[config.mk]
export PLATFORM = sky130hd
export DESIGN_NAME = rv_core_top
export DESIGN_NICKNAME = d
export VERILOG_FILES = /design/src/common/rv_core_pkg.sv /design/src/common/dec_exec_if.sv /design/src/hdl/inst_fetch.sv /design/src/hdl/inst_decode.sv /design/src/hdl/exec_alu.sv /design/src/hdl/result_write.sv /design/src/hdl/rv_core_top.sv
export SDC_FILE = /design/constraint.sdc
export NUM_CORES = 2
export LEC_CHECK = 0
export BUFFER_PORTS_ARGS = -buffer_cell sky130_fd_sc_hd__buf_2
export CAP_MARGIN = 20
export CORE_ASPECT_RATIO = 1.1
export CORE_MARGIN = 2
export CORE_UTILIZATION = 35
export CTS_CLUSTER_DIAMETER = 30
export DETAILED_ROUTE_END_ITERATION = 7
export PLACE_DENSITY = 0.59
export SLEW_MARGIN = 20
export SYNTH_ARGS = -nofsm -noshare
export SYNTH_HDL_FRONTEND = slang
export SYNTH_SLANG_ARGS = --single-unit
[constraint.sdc]
create_clock -name clk -period 7.7 [get_ports clk]
set_clock_uncertainty 0.1 [all_clocks]
set_input_delay 1.54 -clock clk [delete_from_list [all_inputs] [get_ports clk]]
set_output_delay 1.54 -clock clk [all_outputs]
set_load 0.01 [all_outputs]
[src/common/rv_core_pkg.sv]
package rv_core_pkg;

    // ========================================================================
    // Basic data types
    // ========================================================================

    // Data word and instruction address.
    typedef logic [31:0] word_t;

    // Architectural register index.
    typedef logic [4:0] reg_idx_t;

    // Size of the integer register file.
    localparam int unsigned NUM_REGS = 32;

    // ========================================================================
    // Decoded operations
    // ========================================================================

    // One code per operation class the execute block understands.
    typedef enum logic [3:0] {
        ALU_ADD,
        ALU_SUB,
        ALU_AND,
        ALU_OR,
        ALU_XOR,
        // Passes operand B through, used by LUI.
        ALU_PASS_B,
        ALU_BR_EQ,
        ALU_BR_NE,
        ALU_JUMP,
        ALU_ILLEGAL
    } alu_op_t;

    // ========================================================================
    // Encoding constants
    // ========================================================================

    // Major opcodes, bits [6:0] of the instruction.
    localparam logic [6:0] OPC_OP_IMM = 7'b0010011;
    localparam logic [6:0] OPC_OP     = 7'b0110011;
    localparam logic [6:0] OPC_LUI    = 7'b0110111;
    localparam logic [6:0] OPC_JAL    = 7'b1101111;
    localparam logic [6:0] OPC_BRANCH = 7'b1100011;

    // Minor opcodes, bits [14:12].
    localparam logic [2:0] F3_ADD = 3'b000;
    localparam logic [2:0] F3_XOR = 3'b100;
    localparam logic [2:0] F3_OR  = 3'b110;
    localparam logic [2:0] F3_AND = 3'b111;
    localparam logic [2:0] F3_BEQ = 3'b000;
    localparam logic [2:0] F3_BNE = 3'b001;

    // Bits [31:25] of register-register forms.
    localparam logic [6:0] F7_BASE = 7'b0000000;
    localparam logic [6:0] F7_ALT  = 7'b0100000;

endpackage

[src/common/dec_exec_if.sv]
interface dec_exec_if import rv_core_pkg::*; ();

    // Single-cycle strobe marking a new decoded instruction.
    logic     issue;

    // Operation class.
    alu_op_t  op;

    // Address of the decoded instruction.
    word_t    pc;

    // Register operands as read at decode time.
    word_t    rs1_val;
    word_t    rs2_val;

    // Sign-extended or shifted immediate.
    word_t    imm;

    // Selects imm instead of rs2_val as operand B.
    logic     use_imm;

    // Destination register and its write enable.
    reg_idx_t rd;
    logic     wr_en;

    // Decode side.
    modport src (
        output issue, op, pc, rs1_val, rs2_val, imm, use_imm, rd, wr_en
    );

    // Execute side.
    modport dst (
        input issue, op, pc, rs1_val, rs2_val, imm, use_imm, rd, wr_en
    );

endinterface

[src/hdl/inst_fetch.sv]
module inst_fetch import rv_core_pkg::*; #(
    parameter word_t BOOT_ADDR = 32'h0000_0000
) (
    input  logic  clk,
    input  logic  rst,
    input  logic  next_en,
    input  logic  jmp_en,
    input  word_t jmp_pc,
    input  word_t inst_data,
    input  logic  inst_mem_ready,
    output logic  inst_req,
    output word_t inst_addr,
    output word_t cur_inst_addr,
    output word_t inst_code,
    output logic  inst_ready
);

    // Address of the word to fetch next.
    word_t next_inst_addr;
    // High while a request to memory is outstanding.
    logic  waiting;
    // Low only in the first cycle after reset.
    logic  started;

    assign inst_req  = waiting;
    assign inst_addr = next_inst_addr;

    // ========================================================================
    // Request and redirect control
    // ========================================================================

    always_ff @(posedge clk) begin
        if (!rst) begin
            next_inst_addr <= BOOT_ADDR;
            waiting        <= 1'b0;
            started        <= 1'b0;
            inst_ready     <= 1'b0;
        end else begin
            inst_ready <= 1'b0;
            // First fetch after reset release.
            if (!started) begin
                started <= 1'b1;
                waiting <= 1'b1;
            end
            // Memory answered.
            if (waiting && inst_mem_ready) begin
                waiting    <= 1'b0;
                inst_ready <= 1'b1;
            end
            // Retirement starts the next fetch.
            if (next_en) begin
                waiting        <= 1'b1;
                next_inst_addr <= jmp_en ? jmp_pc : next_inst_addr + 32'd4;
            end
        end
    end

    // Captured word and its address, held until the next capture.
    always_ff @(posedge clk) begin
        if (waiting && inst_mem_ready) begin
            inst_code     <= inst_data;
            cur_inst_addr <= next_inst_addr;
        end
    end

    // Memory answers only an outstanding request.
    a_ready_needs_wait: assert property (
        @(posedge clk) disable iff (!rst)
        inst_mem_ready |-> waiting
    );

endmodule

[src/hdl/inst_decode.sv]
module inst_decode import rv_core_pkg::*; (
    input  logic     clk,
    input  logic     rst,
    input  word_t    inst_code,
    input  word_t    cur_inst_addr,
    input  logic     inst_ready,
    output reg_idx_t rs1_idx,
    output reg_idx_t rs2_idx,
    input  word_t    rs1_val,
    input  word_t    rs2_val,
    dec_exec_if.src  dec
);

    // ========================================================================
    // Field extraction
    // ========================================================================

    logic [6:0] opcode;
    logic [2:0] funct3;
    logic [6:0] funct7;
    reg_idx_t   rd_idx;

    assign opcode  = inst_code[6:0];
    assign rd_idx  = inst_code[11:7];
    assign funct3  = inst_code[14:12];
    assign rs1_idx = inst_code[19:15];
    assign rs2_idx = inst_code[24:20];
    assign funct7  = inst_code[31:25];

    // Immediates for each format.
    word_t imm_i;
    word_t imm_u;
    word_t imm_j;
    word_t imm_b;

    assign imm_i = {{20{inst_code[31]}}, inst_code[31:20]};
    assign imm_u = {inst_code[31:12], 12'b0};
    assign imm_j = {{12{inst_code[31]}}, inst_code[19:12], inst_code[20],
                    inst_code[30:21], 1'b0};
    assign imm_b = {{20{inst_code[31]}}, inst_code[7], inst_code[30:25],
                    inst_code[11:8], 1'b0};

    // ========================================================================
    // Operation classification
    // ========================================================================

    alu_op_t op_d;
    word_t   imm_d;
    logic    use_imm_d;
    logic    writes_d;

    always_comb begin
        op_d      = ALU_ILLEGAL;
        imm_d     = imm_i;
        use_imm_d = 1'b0;
        writes_d  = 1'b0;
        case (opcode)
            OPC_OP_IMM: begin
                use_imm_d = 1'b1;
                writes_d  = 1'b1;
                case (funct3)
                    F3_ADD:  op_d = ALU_ADD;
                    F3_XOR:  op_d = ALU_XOR;
                    F3_OR:   op_d = ALU_OR;
                    F3_AND:  op_d = ALU_AND;
                    default: op_d = ALU_ILLEGAL;
                endcase
            end
            OPC_OP: begin
                writes_d = 1'b1;
                if (funct7 == F7_BASE) begin
                    case (funct3)
                        F3_ADD:  op_d = ALU_ADD;
                        F3_XOR:  op_d = ALU_XOR;
                        F3_OR:   op_d = ALU_OR;
                        F3_AND:  op_d = ALU_AND;
                        default: op_d = ALU_ILLEGAL;
                    endcase
                end else if (funct7 == F7_ALT && funct3 == F3_ADD) begin
                    op_d = ALU_SUB;
                end
            end
            OPC_LUI: begin
                op_d      = ALU_PASS_B;
                imm_d     = imm_u;
                use_imm_d = 1'b1;
                writes_d  = 1'b1;
            end
            OPC_JAL: begin
                op_d     = ALU_JUMP;
                imm_d    = imm_j;
                writes_d = 1'b1;
            end
            OPC_BRANCH: begin
                imm_d = imm_b;
                if (funct3 == F3_BEQ) begin
                    op_d = ALU_BR_EQ;
                end else if (funct3 == F3_BNE) begin
                    op_d = ALU_BR_NE;
                end
            end
            default: op_d = ALU_ILLEGAL;
        endcase
        // Illegal encodings and x0 targets write nothing.
        if (op_d == ALU_ILLEGAL || rd_idx == '0) begin
            writes_d = 1'b0;
        end
    end

    // ========================================================================
    // Issue register
    // ========================================================================

    always_ff @(posedge clk) begin
        if (!rst) begin
            dec.issue <= 1'b0;
        end else begin
            dec.issue <= inst_ready;
        end
    end

    always_ff @(posedge clk) begin
        if (inst_ready) begin
            dec.op      <= op_d;
            dec.pc      <= cur_inst_addr;
            dec.rs1_val <= rs1_val;
            dec.rs2_val <= rs2_val;
            dec.imm     <= imm_d;
            dec.use_imm <= use_imm_d;
            dec.rd      <= rd_idx;
            dec.wr_en   <= writes_d;
        end
    end

    // The fetch strobe lasts one cycle, so each word issues once.
    a_ready_single: assert property (
        @(posedge clk) disable iff (!rst)
        inst_ready |=> !inst_ready
    );

endmodule

[src/hdl/exec_alu.sv]
module exec_alu import rv_core_pkg::*; (
    input  logic     clk,
    input  logic     rst,
    dec_exec_if.dst  dec,
    output logic     done,
    output word_t    result,
    output reg_idx_t rd,
    output logic     wr_en,
    output word_t    pc,
    output logic     illegal,
    output logic     jmp_en,
    output word_t    jmp_pc
);

    // ========================================================================
    // Combinational datapath
    // ========================================================================

    word_t opnd_b;
    word_t alu_res;
    word_t seq_pc;
    word_t tgt_pc;
    logic  taken;
    logic  equal;

    assign opnd_b = dec.use_imm ? dec.imm : dec.rs2_val;
    assign seq_pc = dec.pc + 32'd4;
    // JAL and branch targets are both pc-relative.
    assign tgt_pc = dec.pc + dec.imm;
    assign equal  = (dec.rs1_val == dec.rs2_val);

    always_comb begin
        alu_res = '0;
        taken   = 1'b0;
        case (dec.op)
            ALU_ADD:    alu_res = dec.rs1_val + opnd_b;
            ALU_SUB:    alu_res = dec.rs1_val - opnd_b;
            ALU_AND:    alu_res = dec.rs1_val & opnd_b;
            ALU_OR:     alu_res = dec.rs1_val | opnd_b;
            ALU_XOR:    alu_res = dec.rs1_val ^ opnd_b;
            ALU_PASS_B: alu_res = opnd_b;
            ALU_BR_EQ:  taken   = equal;
            ALU_BR_NE:  taken   = !equal;
            // Link value goes to rd.
            ALU_JUMP: begin
                alu_res = seq_pc;
                taken   = 1'b1;
            end
            default:    alu_res = '0;
        endcase
    end

    // ========================================================================
    // Output register
    // ========================================================================

    always_ff @(posedge clk) begin
        if (!rst) begin
            done <= 1'b0;
        end else begin
            done <= dec.issue;
        end
    end

    always_ff @(posedge clk) begin
        if (dec.issue) begin
            result  <= alu_res;
            rd      <= dec.rd;
            wr_en   <= dec.wr_en;
            pc      <= dec.pc;
            illegal <= (dec.op == ALU_ILLEGAL);
            jmp_en  <= taken;
            jmp_pc  <= tgt_pc;
        end
    end

endmodule

[src/hdl/result_write.sv]
module result_write import rv_core_pkg::*; (
    input  logic     clk,
    input  logic     rst,
    input  logic     done,
    input  logic     wr_en,
    input  logic     illegal,
    input  logic     jmp_en,
    input  word_t    result,
    input  word_t    pc,
    input  word_t    jmp_pc,
    input  reg_idx_t rd,
    input  reg_idx_t rs1_idx,
    input  reg_idx_t rs2_idx,
    output word_t    rs1_val,
    output word_t    rs2_val,
    output logic     next_en,
    output logic     fetch_jmp_en,
    output word_t    fetch_jmp_pc,
    output logic     retire,
    output logic     retire_illegal,
    output logic     wb_en,
    output word_t    retire_pc,
    output word_t    wb_data,
    output reg_idx_t wb_rd
);

    // ========================================================================
    // Register file
    // ========================================================================

    word_t regs [NUM_REGS];

    // x0 is hardwired to zero.
    assign rs1_val = (rs1_idx == '0) ? '0 : regs[rs1_idx];
    assign rs2_val = (rs2_idx == '0) ? '0 : regs[rs2_idx];

    always_ff @(posedge clk) begin
        if (!rst) begin
            for (int i = 0; i < NUM_REGS; i++) begin
                regs[i] <= '0;
            end
        end else if (done && wr_en && rd != '0) begin
            regs[rd] <= result;
        end
    end

    // ========================================================================
    // Retire and fetch control
    // ========================================================================

    always_ff @(posedge clk) begin
        if (!rst) begin
            retire         <= 1'b0;
            next_en        <= 1'b0;
            wb_en          <= 1'b0;
            fetch_jmp_en   <= 1'b0;
            retire_illegal <= 1'b0;
        end else begin
            retire         <= done;
            next_en        <= done;
            wb_en          <= done && wr_en;
            fetch_jmp_en   <= done && jmp_en;
            retire_illegal <= done && illegal;
        end
    end

    // Observation and redirect payload.
    always_ff @(posedge clk) begin
        if (done) begin
            retire_pc    <= pc;
            wb_rd        <= rd;
            wb_data      <= result;
            fetch_jmp_pc <= jmp_pc;
        end
    end

    // Register x0 is never reported as a write target.
    a_no_x0_write: assert property (
        @(posedge clk) disable iff (!rst)
        wb_en |-> (wb_rd != '0)
    );

endmodule

[src/hdl/rv_core_top.sv]
module rv_core_top import rv_core_pkg::*; #(
    parameter word_t BOOT_ADDR = 32'h0000_0000
) (
    input  logic     clk,
    input  logic     rst,
    output logic     inst_req,
    output word_t    inst_addr,
    input  word_t    inst_data,
    input  logic     inst_mem_ready,
    output logic     retire,
    output word_t    retire_pc,
    output logic     retire_illegal,
    output logic     wb_en,
    output reg_idx_t wb_rd,
    output word_t    wb_data
);

    // Fetch to decode.
    word_t    inst_code;
    word_t    cur_inst_addr;
    logic     inst_ready;

    // Register file read ports.
    reg_idx_t rs1_idx;
    reg_idx_t rs2_idx;
    word_t    rs1_val;
    word_t    rs2_val;

    // Execute to result.
    logic     ex_done;
    word_t    ex_result;
    reg_idx_t ex_rd;
    logic     ex_wr_en;
    word_t    ex_pc;
    logic     ex_illegal;
    logic     ex_jmp_en;
    word_t    ex_jmp_pc;

    // Result back to fetch.
    logic     next_en;
    logic     jmp_en;
    word_t    jmp_pc;

    dec_exec_if dec_exec ();

    // ========================================================================
    // Stages
    // ========================================================================

    inst_fetch #(
        .BOOT_ADDR (BOOT_ADDR)
    ) u_fetch (
        .clk            (clk),
        .rst            (rst),
        .next_en        (next_en),
        .jmp_en         (jmp_en),
        .jmp_pc         (jmp_pc),
        .inst_data      (inst_data),
        .inst_mem_ready (inst_mem_ready),
        .inst_req       (inst_req),
        .inst_addr      (inst_addr),
        .cur_inst_addr  (cur_inst_addr),
        .inst_code      (inst_code),
        .inst_ready     (inst_ready)
    );

    inst_decode u_decode (
        .clk           (clk),
        .rst           (rst),
        .inst_code     (inst_code),
        .cur_inst_addr (cur_inst_addr),
        .inst_ready    (inst_ready),
        .rs1_idx       (rs1_idx),
        .rs2_idx       (rs2_idx),
        .rs1_val       (rs1_val),
        .rs2_val       (rs2_val),
        .dec           (dec_exec.src)
    );

    exec_alu u_exec (
        .clk     (clk),
        .rst     (rst),
        .dec     (dec_exec.dst),
        .done    (ex_done),
        .result  (ex_result),
        .rd      (ex_rd),
        .wr_en   (ex_wr_en),
        .pc      (ex_pc),
        .illegal (ex_illegal),
        .jmp_en  (ex_jmp_en),
        .jmp_pc  (ex_jmp_pc)
    );

    result_write u_result (
        .clk            (clk),
        .rst            (rst),
        .done           (ex_done),
        .wr_en          (ex_wr_en),
        .illegal        (ex_illegal),
        .jmp_en         (ex_jmp_en),
        .result         (ex_result),
        .pc             (ex_pc),
        .jmp_pc         (ex_jmp_pc),
        .rd             (ex_rd),
        .rs1_idx        (rs1_idx),
        .rs2_idx        (rs2_idx),
        .rs1_val        (rs1_val),
        .rs2_val        (rs2_val),
        .next_en        (next_en),
        .fetch_jmp_en   (jmp_en),
        .fetch_jmp_pc   (jmp_pc),
        .retire         (retire),
        .retire_illegal (retire_illegal),
        .wb_en          (wb_en),
        .retire_pc      (retire_pc),
        .wb_data        (wb_data),
        .wb_rd          (wb_rd)
    );

endmodule

==> impl_summary.md <==
Outcome
The flow ran to the end, and the final reports show no timing, DRC or antenna violations.

Synthesis
The number of synthesized flops with an enable pin is 1,432. For this run, the register share of the synthesized area comes to 57.5%. Counting flops with an async set or reset pin after synthesis yields a share of 0%.

The most common flop cell mapped by yosys is sky130_fd_sc_hd__edfxtp_1. Synthesis produced 5,015 cells. The cell area that synthesis handed to floorplanning was 0.0762 mm².

The count of cell types in the netlist is 76. The synthesized design contains 1,473 register bits. The number of warnings reported in the yosys synthesis log is 0. After synthesis, the mean cell area works out to 15.2 µm².

Route
The number of routed nets with antenna violations is 0. The final wirelength is 244,000 µm. The met2 wire length is 120,000 µm. After detailed routing, the number of vias per cell comes to 5.60. The routed length per placed instance is 29.0 µm. The number of iterations in the first detailed-routing pass is 6. The final routed DRC violation total is 0. The detailed router used layers up to and including met5.

The sum of routed wire segments on met1 is 94,500 µm. The via count of the routed design is 47,081. In this run, the number of DRC markers left after iteration 0 of detailed routing was 5,097.

After detailed routing, the met3 layer carries 20,200 µm of wire.

Clock network
The maximum number of buffers from clock root to sink is 4. For the worst-skew pair, the clock arrives at the later sink with an insertion delay of 0.93 ns. The clock sink count is 1,473. The number of H-tree levels is 5. The clock slew seen by the registers of the worst setup and hold paths is 0.05 ns. The total setup buffers inserted after CTS is 0.

CTS placed an instance of sky130_fd_sc_hd__clkbuf_16 at the clock tree root. Once the clock tree was built, the resizer swapped 0 gates to a different size. TritonCTS built the clock tree. For this design, the CTS-stage hold fixing added 0 buffers. The TritonCTS buffer count is 343.

Global route
The via count of the first global-routing pass is 48,829. After global routing the overflow that remains totals 0. Entering global routing, the biggest net connects 107 pins. The initial antenna violation count is 17.

The first global-routing pass estimated 348,000 µm of wire. Global routing consumed, over all layers together, 21.8% of the routing resources.

Worst setup path
The largest single stage delay on the critical path is 0.66 ns. The setup check on the worst reg-to-reg path leaves a slack of 2.31 ns. Data arrives at the worst endpoint at 5.93 ns. The worst setup path is of the reg2reg kind. STA classifies the critical path startpoint as a flip-flop. The critical path goes through buf_4 -> mux2i_1 -> ha_1 -> nand2_1 -> or2_2 -> nor2b_1 -> a21oi_1 -> xnor2_1 -> ha_1 -> a21oi_1 -> o21bai_1 -> a21o_1 -> a211oi_1 -> nor2_1 -> o41ai_1 -> a21oi_1 -> a211o_1. Data on the critical path is required at its endpoint by 8.24 ns. The slowest stage of the critical path is the sky130_fd_sc_hd__edfxtp_1 cell.

The most frequent cell on the critical path is sky130_fd_sc_hd__a21oi_1. Along the worst path, the maximum fanout reaches 12. The type of element capturing the critical path is a flip-flop.

Floorplanning
The die is 449 µm wide. Measured along the y axis, the die boundary spans 493 µm. The die area is 0.222 mm². For this configuration, the core starts out at a cell density of 35.2%. In this run the count of I/O pins placed on the die edge is 140. The standard-cell row count is 179. In this run the standard cell core region covers 0.216 mm².

Timing
The count of endpoints failing hold in the final timing report is 0. The sum of negative setup slack is 0 ns. The max-slew violation count came to 0. The slew at the pin closest to its max-slew limit is 1.17 ns. The clock period minus final worst setup slack is 5.39 ns. Setup repair after global routing left no endpoint under its margin. The part of the cycle the worst path needs is 70.0%. Measured against its own limit, the worst slew margin works out to 21.7%.

Setup violations remaining at the end of the flow were counted as 0. Derived from the worst setup path, the maximum achievable clock frequency is 0.185 GHz.

Layout
The area growth from synthesis to layout is 21.1%. The total number of nets in the final design is 5,421. Summing all multi-input logic gate instances after layout gives 0.0311 mm².

The post-route netlist has 28.5% of its cells at a drive strength greater than 1. The filler cells instantiated in the layout total 19,274. The sequential cells in the finished layout cover a total of 0.0438 mm².

The final core utilization is 42.7%.

Hold path
The tightest min-delay check is of the reg2reg type.

Power
Power spread over the standard cell area amounts to 268 mW/mm². The leakage power of the design is 0.0333 µW. The worst supply voltage drop on vdd is 0.253 mV. Power comes to 24,700 µW.

Run
The max-cap violation count is 0.

Placed design
The count of buffers inserted at the top-level ports is 139. The final weighted congestion in routability-driven placement is 0.891. The estimated wirelength of the detail-placed design is 145,000 µm.
worst max-delay path: cells and delay by family (launching register included):
family                     cells  cell delay (ns)
AOI/OAI and AO/OA              8             1.67
xor gates and xnor gates       1             0.16
adders and majority gates      2             0.69
buffers and inverters          1             0.32
DFF                            1             0.66
muxes                          1             0.47
and+or+nand+nor                4             1.03
Yosys cell counts, drive strengths merged (72+ instances only):
master / n / area share [%]
edfxtp: 1432 / 56
nor2: 207 / 1.0
xnor2: 74 / 0.85
buf: 72 / 0.40
and2: 1008 / 8.3
a21oi: 83 / 0.54
nand2: 110 / 0.54
mux2i: 99 / 1.4
mux4: 640 / 19
o21ai: 132 / 0.87
inv: 90 / 0.44
ha: 130 / 2.1
clkbuf: 351 / 1.7
sequential cells by signal, summed over array words and instances, names as in the netlist, 32 cells and up:
name and cells:
u_result.regs 1024, u_fetch.cur_inst_addr 32, u_decode.dec.rs2_val 32, u_exec.result 32, u_exec.pc 32, u_decode.dec.pc 32
u_fetch.inst_addr 32, u_result.fetch_jmp_pc 32, u_decode.dec.rs1_val 32, u_fetch.inst_code 32, u_result.wb_data 32, u_exec.jmp_pc 32
u_decode.dec.imm 32, u_result.retire_pc 32
layout make-up:
cell class                 count  area share (%)
antenna                        2         0.00542
clock buffer                 384            9.69
tap                         2896            3.92
timing repair buffer         286            2.31
inverter                      91           0.371
clock inverter               217            2.51
multi-input combinational   3059            33.7
sequential                  1473            47.5
metrics by stage:
step	hold WS, ns	instances	instance area (µm²)	setup slack [ns]
after floorplan	0.300	5046	76300	1.29
after global placement	0.301	7786	80800	2.37
after detailed placement	0.305	7791	80800	2.42
after CTS	0.284	8392	92100	2.36
after global routing	0.298	8406	92300	2.02
final	0.289	8408	92300	2.31
kinds of logic (layout without fill, tap and decap cells):
| family | after synthesis | in the layout | synth area share, % |
|---|---|---|---|
| xor+xnor | 137 | 137 | 1.57 |
| buf+inv | 514 | 978 | 2.58 |
| fa+ha+maj | 132 | 132 | 2.19 |
| compound gates | 480 | 480 | 4.15 |
| simple gates | 1534 | 1534 | 11.6 |
| other cells | 1 | 34 | 0.00492 |
| mux | 744 | 744 | 20.4 |
| flops | 1473 | 1473 | 57.5 |
where the power goes:
group          internal [µW]  switching (µW)  total [µW]  leakage (µW)
Sequential              9050             148        9200        0.0146
Combinational            555             772        1330        0.0133
Clock                   9670            4540       14200       0.00540
Total                  19300            5460       24700        0.0333
layout by cell type, fill, tap and decap left out, types with 22 or more instances in the layout:
| cell type | n |
|---|---|
| sky130_fd_sc_hd__a211oi_1 | 26 |
| sky130_fd_sc_hd__a21o_1 | 48 |
| sky130_fd_sc_hd__a21oi_1 | 83 |
| sky130_fd_sc_hd__a22o_1 | 24 |
| sky130_fd_sc_hd__a22oi_1 | 26 |
| sky130_fd_sc_hd__and2_1 | 1007 |
| sky130_fd_sc_hd__and3_1 | 36 |
| sky130_fd_sc_hd__buf_2 | 138 |
| sky130_fd_sc_hd__buf_4 | 117 |
| sky130_fd_sc_hd__bufinv_16 | 42 |
| sky130_fd_sc_hd__clkbuf_1 | 30 |
| sky130_fd_sc_hd__clkbuf_16 | 352 |
| sky130_fd_sc_hd__clkinv_1 | 58 |
| sky130_fd_sc_hd__clkinv_2 | 43 |
| sky130_fd_sc_hd__clkinvlp_4 | 39 |
| sky130_fd_sc_hd__conb_1 | 32 |
| sky130_fd_sc_hd__dfxtp_1 | 36 |
| sky130_fd_sc_hd__edfxtp_1 | 1432 |
| sky130_fd_sc_hd__ha_1 | 130 |
| sky130_fd_sc_hd__inv_1 | 81 |
| sky130_fd_sc_hd__mux2i_1 | 90 |
| sky130_fd_sc_hd__mux4_2 | 640 |
| sky130_fd_sc_hd__nand2_1 | 110 |
| sky130_fd_sc_hd__nand3_1 | 49 |
| sky130_fd_sc_hd__nor2_1 | 171 |
| sky130_fd_sc_hd__nor2_4 | 25 |
| sky130_fd_sc_hd__o21ai_0 | 90 |
| sky130_fd_sc_hd__o21ai_4 | 31 |
| sky130_fd_sc_hd__o22ai_1 | 22 |
| sky130_fd_sc_hd__xnor2_1 | 74 |
| sky130_fd_sc_hd__xor2_1 | 63 |
routing by layer:
metal,track usage (%),vias up
li1,-,19883
met5,0,-
met4,8.46,8
met2,36.7,2216
met1,27.5,24457
met3,4.68,517
worst paths after layout:
check / start / to / cells past startpoint
worst max-delay path: u_decode.dec.use_imm / u_exec.result[29] / 17
worst min-delay path: u_exec.jmp_pc[29] / u_result.fetch_jmp_pc[29] / 0
worst max register to register: u_decode.dec.use_imm / u_exec.result[29] / 17
worst min register to register: u_exec.jmp_pc[29] / u_result.fetch_jmp_pc[29] / 0
Power figures use the tool's default switching activity.
